--- src/kl10Pkg.sv ---
package kl10Pkg;

    // Word and address sizes
    localparam int CRAM_WIDTH  = 84;
    localparam int CRADR_WIDTH = 11;
    localparam int IROP_WIDTH  = 9;

    // DRAM has one entry per opcode
    localparam int DRAM_DEPTH = 512;

    // External skip condition inputs
    localparam int NUM_CONDS = 8;

    // Control RAM address, bit 0 is the low (skip) bit
    typedef logic [CRADR_WIDTH-1:0] tCRADR;

    // Instruction opcode, indexes the DRAM
    typedef logic [IROP_WIDTH-1:0] tIrOp;

    typedef logic [5:0] tCondCode;
    typedef logic [4:0] tDispCode;

    // DISP field codes, anything else behaves as none
    localparam tDispCode DISP_NONE   = 5'd0;
    localparam tDispCode DISP_DRAM   = 5'd1;
    localparam tDispCode DISP_RETURN = 5'd2;

    // COND field, 1..8 select conds[code-1]
    localparam tCondCode COND_NONE = 6'd0;
    localparam tCondCode COND_LAST = 6'd8;

    // Field view of a control word, bit 0 is the leftmost
    typedef struct packed {
        logic       unused0;
        tCRADR      J;
        // Data path fields, carried through untouched
        logic [5:0] AD;
        logic [2:0] ADA;
        logic       unused21;
        logic [1:0] ADB;
        logic [2:0] AR;
        logic [2:0] ARX;
        logic       BR;
        logic       BRX;
        logic       MQ;
        logic [2:0] FMADR;
        logic [2:0] SCAD;
        logic [2:0] SCADA;
        logic       unused42;
        logic [1:0] SCADB;
        logic       unused45;
        logic       SC;
        logic       FE;
        logic       unused48;
        logic [1:0] SH;
        logic       unused51;
        logic [1:0] VMA;
        logic [1:0] TIME;
        logic [3:0] MEM;
        // Sequencing fields
        tCondCode   COND;
        logic       CALL;
        tDispCode   DISP;
        logic [1:0] spare;
        logic       MARK;
        logic [8:0] MAGIC;
    } tCramFields;

    // Stores see raw bits, the sequencer sees fields
    typedef union packed {
        logic [0:CRAM_WIDTH-1] all;
        tCramFields            fields;
    } tuCRAM;

    // Dispatch RAM word, J in the low 11 bits
    typedef struct packed {
        logic [2:0] A;
        logic [2:0] B;
        logic       parity;
        logic [5:0] spare;
        tCRADR      J;
    } tDRAM;

endpackage

--- src/microSequencer.sv ---
`timescale 1ns/10ps

module microSequencer import kl10Pkg::*; #(
    parameter int STACK_DEPTH = 4
) (
    input  logic                 eboxClk,
    input  logic                 arstN,
    input  logic                 run,
    input  tuCRAM                cramWord,
    input  tDRAM                 drWord,
    input  logic [NUM_CONDS-1:0] conds,
    output tCRADR                nextAdr,
    output tCRADR                cradr
);

    localparam int CNT_BITS  = $clog2(STACK_DEPTH + 1);
    localparam int COND_BITS = $clog2(NUM_CONDS);

    // Return stack, entry 0 is the top
    tCRADR               stack     [STACK_DEPTH];
    tCRADR               stackNext [STACK_DEPTH];
    logic [CNT_BITS-1:0] stackCnt;
    logic [CNT_BITS-1:0] stackCntNext;

    tCondCode condCode;
    tCondCode condIdx;
    logic     skip;
    logic     doCall;
    logic     doReturn;
    tCRADR    popAdr;
    tCRADR    dispAdr;

    // Skip select
    assign condCode = cramWord.fields.COND;
    assign condIdx  = condCode - 6'd1;
    // Codes above COND_LAST never skip
    assign skip = (condCode != COND_NONE) && (condCode <= COND_LAST) &&
                  conds[condIdx[COND_BITS-1:0]];

    // Stack ops only while running
    assign doCall   = run && cramWord.fields.CALL;
    assign doReturn = run && (cramWord.fields.DISP == DISP_RETURN);

    // Empty stack pops as zero
    assign popAdr = (stackCnt != '0) ? stack[0] : '0;

    // Address bits ORed in by the dispatch kind
    always_comb begin
        case (cramWord.fields.DISP)
            DISP_NONE:   dispAdr = '0;
            DISP_DRAM:   dispAdr = drWord.J;
            DISP_RETURN: dispAdr = popAdr;
            default:     dispAdr = '0;
        endcase
    end

    // Next address, J plus dispatch plus skip
    always_comb begin
        if (!run) begin
            nextAdr = '0;
        end else begin
            nextAdr    = cramWord.fields.J | dispAdr;
            nextAdr[0] = nextAdr[0] | skip;
        end
    end

    // Stack next state
    // pop first, then push
    always_comb begin
        stackNext    = stack;
        stackCntNext = stackCnt;
        if (doReturn && (stackCnt != '0)) begin
            for (int i = 0; i < STACK_DEPTH - 1; i++) begin
                stackNext[i] = stack[i + 1];
            end
            stackNext[STACK_DEPTH-1] = '0;
            stackCntNext             = stackCnt - 1'b1;
        end
        if (doCall) begin
            // Bottom entry falls off when full
            for (int i = STACK_DEPTH - 1; i > 0; i--) begin
                stackNext[i] = stackNext[i - 1];
            end
            stackNext[0] = cradr;
            if (stackCntNext != CNT_BITS'(STACK_DEPTH)) begin
                stackCntNext = stackCntNext + 1'b1;
            end
        end
    end

    // Stack entries, meaningful only below stackCnt
    always_ff @(posedge eboxClk) begin
        for (int i = 0; i < STACK_DEPTH; i++) begin
            stack[i] <= stackNext[i];
        end
    end

    // Entry count, emptied while halted
    always_ff @(posedge eboxClk or negedge arstN) begin
        if (!arstN) begin
            stackCnt <= '0;
        end else if (!run) begin
            stackCnt <= '0;
        end else begin
            stackCnt <= stackCntNext;
        end
    end

    // Same edge as the CRAM read, so cradr tracks cramWord
    always_ff @(posedge eboxClk or negedge arstN) begin
        if (!arstN) begin
            cradr <= '0;
        end else begin
            cradr <= nextAdr;
        end
    end

endmodule

--- config.mk ---
export PLATFORM = sky130hd
export DESIGN_NAME = microSequencer
export DESIGN_NICKNAME = d
export VERILOG_FILES = /design/src/kl10Pkg.sv /design/src/microSequencer.sv
export SDC_FILE = /design/constraint.sdc
export NUM_CORES = 1
export LEC_CHECK = 0
export BUFFER_PORTS_ARGS = -buffer_cell sky130_fd_sc_hd__buf_2
export CAP_MARGIN = 20
export CORE_UTILIZATION = 50
export CTS_BUF_LIST = sky130_fd_sc_hd__clkbuf_8
export DETAILED_ROUTE_END_ITERATION = 16
export HOLD_SLACK_MARGIN = 0.1
export PLACE_DENSITY = 0.87
export RECOVER_POWER = 100
export SETUP_SLACK_MARGIN = 0.5
export SYNTH_ARGS = -nofsm -noshare
export SYNTH_HDL_FRONTEND = slang
export SYNTH_SLANG_ARGS = --single-unit
--- constraint.sdc ---
create_clock -name eboxClk -period 6.1 [get_ports eboxClk]
set_input_delay 0 -clock eboxClk [delete_from_list [all_inputs] [get_ports eboxClk]]
set_output_delay 0 -clock eboxClk [all_outputs]
set_load 0.1 [all_outputs]
Word-level counts from Yosys, hierarchy flattened
Index checks and enable logic that the tools add are counted.

Add/subtract/negate cells: 3. Order comparisons: 2. Equal/unequal tests: 3. Muxes and demuxes: 11. Bitwise logic cells: 2. Reductions and logical operators: 8.

Operators with widths (number): 44-bit 2-to-1 mux (2); 11-bit 2-to-1 mux (2); 11-bit case mux with 2 select lines (1); 3-bit 2-to-1 mux (4); 11-bit OR (1); 6-bit by 4-bit less-or-equal comparator with 1-bit output, second input constant (1); 6-bit nonzero test (1); 3-bit by 1-bit subtractor with 3-bit output, second input constant (2); 5-bit by 1-bit == test with 1-bit output, second input constant (1); 5-bit by 2-bit == test with 1-bit output, second input constant (1); 1-bit logical AND (5); 3-bit by 4-bit < comparator with 1-bit output, second input constant (1); 3-bit by 1-bit adder with 3-bit output, second input constant (1); 1-bit binary-select mux with 3-bit select (1); 3-bit inequality test, second input constant (1); 3-bit nonzero test (1); 2-bit nonzero test (1); 1-bit 2-to-1 mux (1); 1-bit OR (1).

Flip-flop bits (word level): 58. Bits of input ports: 119. Output and inout port bits: 22. Word-level logic and storage cells: 35.

Logic depth before layout (Yosys ltp)
Gate-level depths: netlist of run 1.

Depth in word-level cells: 8. Gate-level depth with buffers: 9. Gate-level depth less buffers: 9.

Worst setup path after synthesis of run 1
Ideal clock, no wire load.

Path type: register to register. Start: register stackCnt[0]. End: register cradr[10]. Setup time: 266 ps. Data arrival time: 2736 ps. Required time: 5834 ps. Path slack: 3098 ps. Stages on the path, launching flop included: 8. Buffers on the path: 1. Period minus slack after synthesis: 3002 ps. Path through: dfrtp_1 inv_1 ha_1 nor2b_1 nor3_1 clkbuf_1 a221oi_1 nor2_1.

Word-level cells in the longest chain between the ends: 5.

Ends and longest elaborated chain: from (decl) (RTL line microSequencer.sv:22) `logic [CNT_BITS-1:0] stackCnt;`; from (signal assigned) (RTL line microSequencer.sv:105) `stackCnt <= stackCntNext;`; 3-bit nonzero test (RTL line microSequencer.sv:45) `assign popAdr = (stackCnt != '0) ? stack[0] : '0;`; 11-bit 2-to-1 mux (RTL line microSequencer.sv:45); 11-bit case mux with 2 select lines (RTL line microSequencer.sv:49) `case (cramWord.fields.DISP)`; 11-bit OR (RTL line microSequencer.sv:62) `nextAdr = cramWord.fields.J | dispAdr;`; 11-bit 2-to-1 mux (RTL line microSequencer.sv:59) `if (!run) begin`; net nextAdr[10] (RTL line microSequencer.sv:12) `output tCRADR nextAdr,`; to (signal assigned) (RTL line microSequencer.sv:114) `cradr <= nextAdr;`; to (decl) (RTL line microSequencer.sv:13) `output tCRADR cradr`.

The timed path passes the listed nets, and every way through them passes these cells. A chain may end at the register's enable or synchronous reset.

==> implementation parameters, run 1 <==
Parameter                              Value

Status
  Run status    finished with violations
  Failing checks    capacitance limit, slew limit

Worst hold path
  Hold-critical path endpoint    stackCnt[0]
  Hold path startpoint    cramWord[14]
  Worst Hold Class    input port to flop
  Worst hold stages    5

Floorplanning
  Core region area    5170 um^2
  I/O pin count    141
  DIE AREA    5710 um^2
  Die width    75.5 um
  Starting density of the core    0.523
  Standard-cell row count    26
  Die H    75.5 um

Clock tree
  Buffers inserted by post-CTS timing repair    0
  Source-to-sink clock delay at the later pin of the worst-skew pair    0.34 ns
  Clock buffer depth    2
  Total CTS buffers    9
  Number of sinks on the clock net    58
  Clock edge transition at the registers on the reported setup and hold paths    0.07 ns
  TritonCTS clock tree    yes
  Clock root buffer master    sky130_fd_sc_hd__clkbuf_8
  Level count of the clock H-tree    3

Drt
  Routed Wire Length    8710 um
  Post-DR wirelength/cell    19.7 um
  First drt pass iteration count    5
  Number of nets with antenna violations after routing    0
  Count of routing violations after the opening detailed-route iteration    351
  Overall via count from detail_route    2819
  Vias per cell    6.39
  Number of design rule violations left after detail routing    0

Finish
  Multi-input logic area    1250 um^2
  Count of inserted antenna diode cells    0
  Sequential cell area    1340 um^2
  Area growth syn-to-layout    29.0%
  Final standard cell count with taps included and fillers excluded    441
  NumNets Final    489
  Final design instance area without fill    3490 um^2
  Share of post-route cells with drive strength above 1    0.245
  Fill cells    336

STA
  Final Hold Fails    0
  Final setup violation count    0
  Period minus WS final    4.00 ns
  Total Neg Setup Slack    0 ns
  Max-slew headroom at the worst pin    -0.154
  Max Clk Rate    250 MHz
  Worst clock skew    0.00943 ns
  Setup repair after global routing missed its margin    false
  Final clock period utilization by the worst path    0.655
  Slew at the pin with the worst max-slew slack    1.73 ns
  Total count of max-transition violations in the final report    49

Flow run
  Maximum Capacitance Violations    1

GRT
  GRT Resource Usage Total    0.321
  Total gr overflow    0
  Antenna violations before repair    0
  Pin count of the biggest net entering global routing    60
  Number of global-route vias before repair    2603
  Global-route wire length before repair    13200 um

Synthesis
  Cell taking the most area after synthesis    sky130_fd_sc_hd__dfxtp_1
  Top_reg_cell synth    sky130_fd_sc_hd__dfxtp_1
  Fraction of the yosys area taken by sequential cells    0.496
  Synth top area share    0.244
  Yosys Warn Count    0
  Syn Std Cell Area    2700 um^2
  Dominant cell by count in the synthesized netlist    sky130_fd_sc_hd__nand2_1
  Post-Syn Nets    398
  Number of instances in the synthesized netlist    275
  Post-synth ARST share    0.241
  Count of unique library cells instantiated by Yosys    42
  Largest cells by area after synthesis    sky130_fd_sc_hd__dfxtp_1 24%, sky130_fd_sc_hd__dfrtp_1 13%, sky130_fd_sc_hd__edfxtp_1 12%
  Number of synthesized register bits    58
  Post-synth top cells    48 x sky130_fd_sc_hd__nand2_1, 33 x sky130_fd_sc_hd__dfxtp_1, 23 x sky130_fd_sc_hd__or3_1
  Average cell area after synthesis    9.83 um^2
  Number of enable-type register cells in the synthesized netlist    11

Worst setup path
  Crit path capture type    flop
  Required time of the critical path    6.33 ns
  Destination of the worst register-to-register timing path    stack[27]
  Kind of critical path    flop to flop
  Data arrival at the endpoint of the critical path    4.23 ns
  Worst r2r src    stackCnt[1]
  Flop-to-flop setup slack    2.10 ns
  Worst Setup Start Kind    flop
  Cells on worst reg2reg path    7
  Crit-path max FO    48

Pwr
  Pwr Density    290 nW/um^2
  Total power of the final layout    1.01 mW
  Worst IR drop on VDD    242 uV
  Leakage power of the design    1.47 nW

Placed design
  Cell Area, Placed    3080 um^2
  Global placement routability congestion    0.769
  HPWL after detailed placement    4010 um
  Number of placed instances with taps included    397
  PortBufs    66
-- what timing repair did --
action	4_1_cts	5_1_grt
hold buffers	28	0
gates resized for setup	0	0
endpoints found under the hold margin	28	0
-- logic make-up (layout without fill, tap and decap cells) --
logic type,count (synthesis),in the layout,share of synthesized area
adders and majority gates,4,4,0.0185
DFF,58,58,0.496
muxes,2,2,0.0167
and+or+nand+nor,117,117,0.218
AOI/OAI and AO/OA,68,68,0.207
buffers and inverters,25,121,0.0403
xor gates and xnor gates,1,1,0.00324
-- worst max path at each step --
stage                     cells past startpoint        start        end
after floorplan                               7  stackCnt[0]  cradr[10]
after CTS                                     9  stackCnt[0]   cradr[0]
after detailed placement                      8  stackCnt[0]  stack[17]
after global routing                          7  stackCnt[0]  stack[27]
after global placement                        8  stackCnt[0]  stack[27]
final                                         7  stackCnt[1]  stack[27]
-- worst max-delay path, stage by stage, from the launching register on --
cell                       delay (ns)
sky130_fd_sc_hd__dfrtp_1         0.43
sky130_fd_sc_hd__inv_1           0.10
sky130_fd_sc_hd__ha_1            0.21
sky130_fd_sc_hd__nor2b_1         0.20
sky130_fd_sc_hd__nor3_4          0.16
sky130_fd_sc_hd__clkbuf_1        1.26
sky130_fd_sc_hd__nand2_1         0.95
sky130_fd_sc_hd__o221a_2         0.56
-- state kept, by name, indices dropped and copies added, names as in the netlist --
| name | flops |
|---|---|
| stack | 44 |
| cradr | 11 |
| stackCnt | 3 |
-- per-stage QoR --
step                      hold slack, ns  utilization  worst slack (ns)
after floorplan                   -0.296            -              3.10
after global placement           -0.0849        0.595              3.39
after detailed placement         -0.0802        0.595              3.32
after CTS                          0.204        0.682              3.08
after global routing               0.292        0.674              1.84
final                              0.235        0.674              2.10
-- cells in the final DEF, fill, tap and decap left out, types with 3 or more instances in the layout --
cell type and count:
sky130_fd_sc_hd__nand2_1 48, sky130_fd_sc_hd__buf_2 44, sky130_fd_sc_hd__dfxtp_1 33, sky130_fd_sc_hd__dlygate4sd3_1 28, sky130_fd_sc_hd__clkbuf_1 25, sky130_fd_sc_hd__or3_1 23, sky130_fd_sc_hd__nor2_1 22, sky130_fd_sc_hd__o221a_2 22
sky130_fd_sc_hd__dfrtp_1 14, sky130_fd_sc_hd__a31oi_1 12, sky130_fd_sc_hd__a21oi_1 12, sky130_fd_sc_hd__a221oi_1 12, sky130_fd_sc_hd__edfxtp_1 11, sky130_fd_sc_hd__clkbuf_8 10, sky130_fd_sc_hd__inv_1 5, sky130_fd_sc_hd__nor3_1 4
sky130_fd_sc_hd__o21ai_0 4, sky130_fd_sc_hd__ha_1 4, sky130_fd_sc_hd__buf_4 3
-- metal layers --
layer	routed length [um]	vias up	part of all wire	track usage
li1	-	1209	-	-
met1	3260	1336	0.37	0.411
met2	4040	225	0.46	0.483
met3	958	49	0.11	0.0794
met4	446	0	0.051	0.214
met5	0	-	0	0
-- final cells by class --
| cell class | instances | share of cell area |
|---|---|---|
| tap | 70 | 0.0251 |
| clock inverter | 6 | 0.00933 |
| clock buffer | 10 | 0.0395 |
| sequential | 58 | 0.385 |
| inverter | 5 | 0.00538 |
| multi-input combinational | 192 | 0.359 |
| timing repair buffer | 100 | 0.177 |
-- power by group --
group          internal [mW]  switching (mW)  leakage (nW)
logic                 0.0810           0.132         0.826
clock network          0.154           0.159        0.0831
registers              0.442          0.0434         0.566
total                  0.676           0.335          1.47
Note: power is estimated with default switching activity, not from simulation.
==> run 2, diff against run 1 <==
--- a/config.mk
+++ b/config.mk
@@ -5,13 +5,14 @@
 export SDC_FILE = /design/constraint.sdc
 export NUM_CORES = 1
 export LEC_CHECK = 0
+export ABC_AREA = 1
 export BUFFER_PORTS_ARGS = -buffer_cell sky130_fd_sc_hd__buf_2
 export CAP_MARGIN = 20
-export CORE_UTILIZATION = 50
+export CORE_UTILIZATION = 47
 export CTS_BUF_LIST = sky130_fd_sc_hd__clkbuf_8
 export DETAILED_ROUTE_END_ITERATION = 16
 export HOLD_SLACK_MARGIN = 0.1
-export PLACE_DENSITY = 0.87
+export PLACE_DENSITY = 0.82
 export RECOVER_POWER = 100
 export SETUP_SLACK_MARGIN = 0.5
 export SYNTH_ARGS = -nofsm -noshare
==> constraint.sdc (replaced) <==
create_clock -name eboxClk -period 3.7 [get_ports eboxClk]
set_input_delay 0 -clock eboxClk [delete_from_list [all_inputs] [get_ports eboxClk]]
set_output_delay 0 -clock eboxClk [all_outputs]
set_load 0.1 [all_outputs]
==> implementation parameters, run 2 <==
Parameter                              Value

GRT
  Global-route wire length before repair    11200 um (-15%)
  Total gr overflow    0 (unchanged)
  GRT Resource Usage Total    0.241 (-0.0795)
  Pin count of the biggest net entering global routing    43 (-28%)
  Antenna violations before repair    0 (unchanged)
  Number of global-route vias before repair    2525 (-3.0%)

Finish
  Fill cells    470 (+40%)
  Area growth syn-to-layout    29.3%
  Multi-input logic area    1140 um^2 (-9.0%)
  Sequential cell area    1340 um^2 (unchanged)
  Max reg flops    44 (unchanged)
  Register bank with the most flops    stack
  NumNets Final    563 (+15%)
  Commonest non-fill, non-tap cells in the layout    89 x sky130_fd_sc_hd__nand2_1, 52 x sky130_fd_sc_hd__inv_1, 44 x sky130_fd_sc_hd__buf_2, 33 x sky130_fd_sc_hd__dfxtp_1, 28 x sky130_fd_sc_hd__dlygate4sd3_1
  Share of post-route cells with drive strength above 1    0.166 (-0.0790)
  Count of inserted antenna diode cells    0 (unchanged)
  Most common cell after layout, fill and taps aside    sky130_fd_sc_hd__nand2_1
  Registers with the highest flip-flop counts    stack x44, cradr x11, stackCnt x3

Placed design
  PortBufs    66 (unchanged)
  Global placement routability congestion    0.809 (+5.2%)
  HPWL after detailed placement    4200 um (+4.9%)

Worst setup path
  Required time of the critical path    3.70 ns (-2.63 ns)
  Flop-to-flop setup slack    0.61 ns (-1.49 ns)
  CP max-delay cell    sky130_fd_sc_hd__nor3_1
  Crit path capture type    output pin
  Worst Setup Start Kind    flop
  Data arrival at the endpoint of the critical path    3.24 ns (-0.99 ns)
  Crit-path max FO    10 (-79%)
  Worst-path cell chain    inv_1 > ha_1 > inv_1 > nor2_1 > nor3_1 > a21oi_1 > a21oi_1 > buf_2
  Cells on worst reg2reg path    8 (+1)
  Destination of the worst register-to-register timing path    cradr[8]
  Kind of critical path    flop to output pin
  Slowest stage delay, CP    1.13 ns (-0.13 ns)
  Worst r2r src    stackCnt[0]

Status
  Run status    completed

Clock tree
  Buffers inserted by post-CTS timing repair    0 (unchanged)
  Source-to-sink clock delay at the later pin of the worst-skew pair    0.34 ns (about the same)
  Clock edge transition at the registers on the reported setup and hold paths    0.06 ns (about the same)
  Number of sinks on the clock net    58 (unchanged)
  Clock root buffer master    sky130_fd_sc_hd__clkbuf_8
  Level count of the clock H-tree    3 (unchanged)
  Clock buffer depth    2 (unchanged)
  Number of cells upsized or downsized after cts    0 (unchanged)
  TritonCTS clock tree    yes
  Total CTS buffers    9 (unchanged)
  Number of hold-repair buffers added at the cts stage    28 (unchanged)

Floorplanning
  Die H    78.5 um (+4.0%)
  Standard-cell row count    27 (+3.8%)
  I/O pin count    141 (unchanged)
  Die width    78.5 um (+4.0%)
  Starting density of the core    0.494 (-0.0287)
  Core region area    5570 um^2 (+7.8%)
  DIE AREA    6170 um^2 (+8.1%)

Synthesis
  Yosys Warn Count    0 (unchanged)
  Synth top area share    0.240 (-0.00444)
  Post-synthesis simple-gate area fraction    0.194 (-0.0235)
  Post-Syn Nets    470 (+18%)
  Syn Std Cell Area    2750 um^2 (+1.9%)
  Fraction of the mapped netlist area in compound gates    0.122 (-0.0851)
  Number of synthesized register bits    58 (unchanged)
  Post-synth ARST share    0.241 (unchanged)
  Largest family of logic cells by synthesized area    simple AND/OR/NAND/NOR gates
  Number of instances in the synthesized netlist    347 (+26%)
  Mux contribution to synthesized area    0.0800 (+0.0633)
  Xor-xnor portion of the synthesized cell area    0.00318 (-0.0000589)
  Arithmetic-cell share of the synthesized area counting full adders, half adders and majority gates    0.0182 (-0.000336)
  Count of unique library cells instantiated by Yosys    25 (-40%)
  Fraction of the yosys area taken by sequential cells    0.487 (-0.00902)
  Top_reg_cell synth    sky130_fd_sc_hd__dfxtp_1
  Average cell area after synthesis    7.94 um^2 (-19%)
  Largest cells by area after synthesis    sky130_fd_sc_hd__dfxtp_1 24%, sky130_fd_sc_hd__dfrtp_1 13%, sky130_fd_sc_hd__edfxtp_1 12%
  Cell taking the most area after synthesis    sky130_fd_sc_hd__dfxtp_1
  Number of enable-type register cells in the synthesized netlist    11 (unchanged)
  Post-synth top cells    88 x sky130_fd_sc_hd__nand2_1, 49 x sky130_fd_sc_hd__inv_1, 44 x sky130_fd_sc_hd__o21ai_1
  Dominant cell by count in the synthesized netlist    sky130_fd_sc_hd__nand2_1

STA
  Final setup violation count    0 (unchanged)
  Final clock period utilization by the worst path    0.875
  Worst clock skew    0.00817 ns (-0.00126 ns)
  Total Neg Setup Slack    0 ns (unchanged)
  WHS    0.253 ns (+0.0186 ns)
  Period minus WS final    3.24 ns
  Slew at the pin with the worst max-slew slack    1.45 ns (-0.281 ns)
  Max-slew headroom at the worst pin    0.0260 (+0.180)
  Final Hold Fails    0 (unchanged)
  Setup repair after global routing missed its margin    false
  Max Clk Rate    309 MHz
  Total count of max-transition violations in the final report    0 (-100%)

Drt
  Post-DR wirelength/cell    12.9 um (-35%)
  Vias per cell    4.87 (-24%)
  Number of nets with antenna violations after routing    0 (unchanged)
  Routed Wire Length    6660 um (-23%)
  Number of design rule violations left after detail routing    0 (unchanged)
  First drt pass iteration count    4 (-1)
  Count of routing violations after the opening detailed-route iteration    91 (-74%)
  Overall via count from detail_route    2518 (-11%)

Pwr
  Pwr Density    501 nW/um^2 (+73%)
  Worst IR drop on VDD    323 uV (+34%)
  Leakage power of the design    1.89 nW (+28%)

Worst hold path
  Worst Hold Class    input port to flop
  Hold-critical path endpoint    stackCnt[0]
  Worst hold stages    7 (+2)
  Hold path startpoint    cramWord[13]

Flow run
  Maximum Capacitance Violations    0 (-1)
[run 2: logic make-up (layout without fill, tap and decap cells)]
logic type / count (synthesis) / after routing
multiplexers: 22 / 22
AND/OR/NAND/NOR: 130 / 130
adder cells (fa/ha/maj): 4 / 4
AO/OA/AOI/OAI: 67 / 67
flip-flops: 58 / 58
buffers and inverters: 65 / 163
XOR/XNOR: 1 / 1
[run 2: report_power, final]
part / leakage [nW] / internal, mW / switching [mW] / total [mW]
Clock: 0.110 / 0.320 / 0.241 / 0.560
Sequential: 0.564 / 0.752 / 0.0489 / 0.801
Combinational: 1.22 / 0.144 / 0.278 / 0.422
[run 2: metal layers]
| metal | wire length [um] | part of all wire | up-vias | GRT usage |
|---|---|---|---|---|
| met4 | 119 | 0.018 | 0 | 0.0907 |
| li1 | - | - | 1295 | - |
| met2 | 3310 | 0.50 | 71 | 0.427 |
| met5 | 0 | 0 | - | 0 |
| met3 | 332 | 0.050 | 10 | 0.0872 |
| met1 | 2900 | 0.44 | 1142 | 0.262 |
[run 2: worst max path at each step]
stage                  endpoint   startpoint  cells after the start
finish               nextAdr[8]  stackCnt[0]                      8
global route         nextAdr[8]  stackCnt[0]                      8
CTS                 stackCnt[1]  stackCnt[0]                     13
detailed placement     stack[2]  stackCnt[0]                     10
global placement       stack[3]  stackCnt[0]                     10
floorplan              cradr[9]  stackCnt[0]                      7
[run 2: through the flow]
step	std cells	instance area (um^2)	util	total power, mW	worst slack [ns]
after global placement	473	3120	0.560	1.20	1.38
after CTS	517	3590	0.644	1.80	0.878
after floorplan	347	2750	-	1.12	0.671
final	517	3560	0.639	1.78	0.461
after detailed placement	473	3120	0.560	1.22	1.32
after global routing	517	3560	0.639	1.89	0.307
[run 2: worst max-delay path, delay by kind of cell (launching register included)]
kind | cells | cell delay (ns)
AND/OR/NAND/NOR | 2 | 1.18
buffers and inverters | 3 | 0.63
AO/OA/AOI/OAI | 2 | 0.52
flip-flops | 1 | 0.36
adder cells (fa/ha/maj) | 1 | 0.20
[run 2: layout make-up]
cell class	count	area share
sequential	58	0.377
multi-input combinational	224	0.321
timing repair buffer	96	0.170
inverter	51	0.0538
clock buffer	10	0.0387
tap	72	0.0253
clock inverter	6	0.0144
==> run 3, diff against run 2 <==
--- a/config.mk
+++ b/config.mk
@@ -8,11 +8,11 @@
 export ABC_AREA = 1
 export BUFFER_PORTS_ARGS = -buffer_cell sky130_fd_sc_hd__buf_2
 export CAP_MARGIN = 20
-export CORE_UTILIZATION = 47
+export CORE_UTILIZATION = 45
 export CTS_BUF_LIST = sky130_fd_sc_hd__clkbuf_8
 export DETAILED_ROUTE_END_ITERATION = 16
 export HOLD_SLACK_MARGIN = 0.1
-export PLACE_DENSITY = 0.82
+export PLACE_DENSITY = 0.79
 export RECOVER_POWER = 100
 export SETUP_SLACK_MARGIN = 0.5
 export SYNTH_ARGS = -nofsm -noshare
==> implementation parameters, run 3 (synthesized netlist as in run 2, its figures left out) <==
Parameter                              Value

Drt
  Number of nets with antenna violations after routing    0 (unchanged)
  Routed Wire Length    6330 um (-5.0%)
  Overall via count from detail_route    2521 (+0.12%)
  Vias per cell    4.84 (-0.65%)
  First drt pass iteration count    4 (unchanged)
  Post-DR wirelength/cell    12.1 um (-5.8%)
  Count of routing violations after the opening detailed-route iteration    96 (+5.5%)
  Number of design rule violations left after detail routing    0 (unchanged)

Finish
  NumNets Final    564 (+0.18%)
  Most common cell after layout, fill and taps aside    sky130_fd_sc_hd__nand2_1
  Register bank with the most flops    stack
  Registers with the highest flip-flop counts    stack x44, cradr x11, stackCnt x3
  Utilization after layout    0.611 (-0.0277)
  Commonest non-fill, non-tap cells in the layout    88 x sky130_fd_sc_hd__nand2_1, 52 x sky130_fd_sc_hd__inv_1, 43 x sky130_fd_sc_hd__buf_2, 33 x sky130_fd_sc_hd__dfxtp_1, 30 x sky130_fd_sc_hd__o21ai_0
  Share of post-route cells with drive strength above 1    0.168 (+0.00187)
  Final standard cell count with taps included and fillers excluded    521 (+0.77%)
  Max reg flops    44 (unchanged)
  Final design instance area without fill    3620 um^2 (+1.6%)
  Count of inserted antenna diode cells    0 (unchanged)
  Area growth syn-to-layout    31.3%

Clock tree
  Clock edge transition at the registers on the reported setup and hold paths    0.06 ns (about the same)
  TritonCTS clock tree    yes
  Level count of the clock H-tree    3 (unchanged)
  Number of sinks on the clock net    58 (unchanged)
  Clock root buffer master    sky130_fd_sc_hd__clkbuf_8
  Total CTS buffers    9 (unchanged)
  Source-to-sink clock delay at the later pin of the worst-skew pair    0.34 ns (about the same)
  Clock buffer depth    2 (unchanged)

Floorplanning
  Die H    80.2 um (+2.1%)
  Standard-cell row count    28 (+3.7%)
  Core region area    5920 um^2 (+6.2%)
  I/O pin count    141 (unchanged)
  Die width    80.2 um (+2.1%)
  DIE AREA    6440 um^2 (+4.3%)
  Starting density of the core    0.465 (-0.0289)

Worst setup path
  Kind of critical path    flop to output pin
  Required time of the critical path    3.70 ns (about the same)
  Slowest stage delay, CP    1.02 ns (-0.11 ns)
  CP max-delay cell    sky130_fd_sc_hd__nor3_1
  Data arrival at the endpoint of the critical path    3.05 ns (-0.19 ns)
  Buffer and inverter count on the worst path    3 (unchanged)
  Worst Setup Start Kind    flop
  Crit path capture type    output pin
  Worst-path cell chain    inv_1 > ha_1 > inv_1 > nor2_1 > nor3_1 > a21oi_1 > a21oi_1 > clkbuf_2
  Top delay family on crit path    simple AND/OR/NAND/NOR gates
  Crit-path max FO    10 (unchanged)
  Flop-to-flop setup slack    0.84 ns (+0.23 ns)

Placed design
  Cell Area, Placed    3120 um^2 (+0.12%)
  Global placement routability congestion    0.816 (+0.93%)
  Number of placed instances with taps included    476 (+0.63%)
  HPWL after detailed placement    4210 um (+0.15%)
  PortBufs    66 (unchanged)

STA
  Slew at the pin with the worst max-slew slack    1.30 ns (-0.145 ns)
  WHS    0.286 ns (+0.0322 ns)
  Setup repair after global routing missed its margin    false
  Max-slew headroom at the worst pin    0.124 (+0.0976)
  Period minus WS final    3.05 ns (-0.185 ns)
  Final Hold Fails    0 (unchanged)
  Final setup violation count    0 (unchanged)
  Max Clk Rate    327 MHz (+6.0%)
  Final clock period utilization by the worst path    0.825 (-0.0499)
  Worst clock skew    0.00830 ns (+0.000127 ns)
  Total Neg Setup Slack    0 ns (unchanged)
  Total count of max-transition violations in the final report    0 (unchanged)

GRT
  Global-route wire length before repair    10800 um (-3.1%)
  Number of global-route vias before repair    2497 (-1.1%)
  Pin count of the biggest net entering global routing    39 (-9.3%)
  Total gr overflow    0 (unchanged)
  GRT Resource Usage Total    0.225 (-0.0161)
  Antenna violations before repair    0 (unchanged)

Pwr
  Worst IR drop on VDD    360 uV (+11%)
  Leakage power of the design    1.92 nW (+1.6%)
  Pwr Density    515 nW/um^2 (+2.8%)

Flow run
  Maximum Capacitance Violations    0 (unchanged)

Worst hold path
  Worst Hold Class    input port to flop

Status
  Run status    completed
## run 3: final cells by class
class,count,area [um^2]
well taps,75,93.8
clock buffers,11,151
clock inverters,5,71.3
multi-input cells,224,1150
flip-flops and latches,58,1340
inverters,51,191
repair buffers,97,619
fillers,510,2300
## run 3: through the flow
stage               setup slack, ns  total power, mW
CTS                           0.813             1.89
global route                  0.401             1.97
floorplan                     0.671             1.12
global placement               1.33             1.20
detailed placement             1.27             1.22
finish                        0.646             1.86
## run 3: final timing paths
path,start,end,cells after the start
worst min-delay path,cramWord[14],stackCnt[0],8
worst max-delay path,stackCnt[0],nextAdr[3],8
max in group asynchronous,arstN,stackCnt[2],3
worst max register to register,stackCnt[0],cradr[5],8
worst min register to register,cradr[9],stack[42],2
min in group asynchronous,arstN,cradr[2],3
## run 3: metal layers
layer,routed length (um),share of wire,GRT usage,vias to the layer above
met5,0,0,0,-
met4,84,0.013,0.0732,0
met3,340,0.054,0.0830,8
met2,3200,0.51,0.404,77
met1,2700,0.43,0.244,1140
li1,-,-,-,1296
## run 3: where the power goes
part	internal (mW)	switching, mW	total [mW]
clock	0.409	0.234	0.642
combinational	0.144	0.276	0.420
sequential	0.752	0.0471	0.799
total	1.30	0.556	1.86
## run 3: timing repair
item	CTS	global route
endpoints found under the hold margin	28	0
gates resized for setup	0	1
setup buffers	0	0
endpoints found under the setup margin	0	1
hold buffers	29	0
## run 3: worst reg2reg max path, delay by kind of cell (launching register included)
kind                     cells  cell delay, ns
flip-flops                   1            0.36
AO/OA/AOI/OAI                2            0.43
adder cells (fa/ha/maj)      1            0.20
AND/OR/NAND/NOR              2            1.07
buffers and inverters        3            0.74
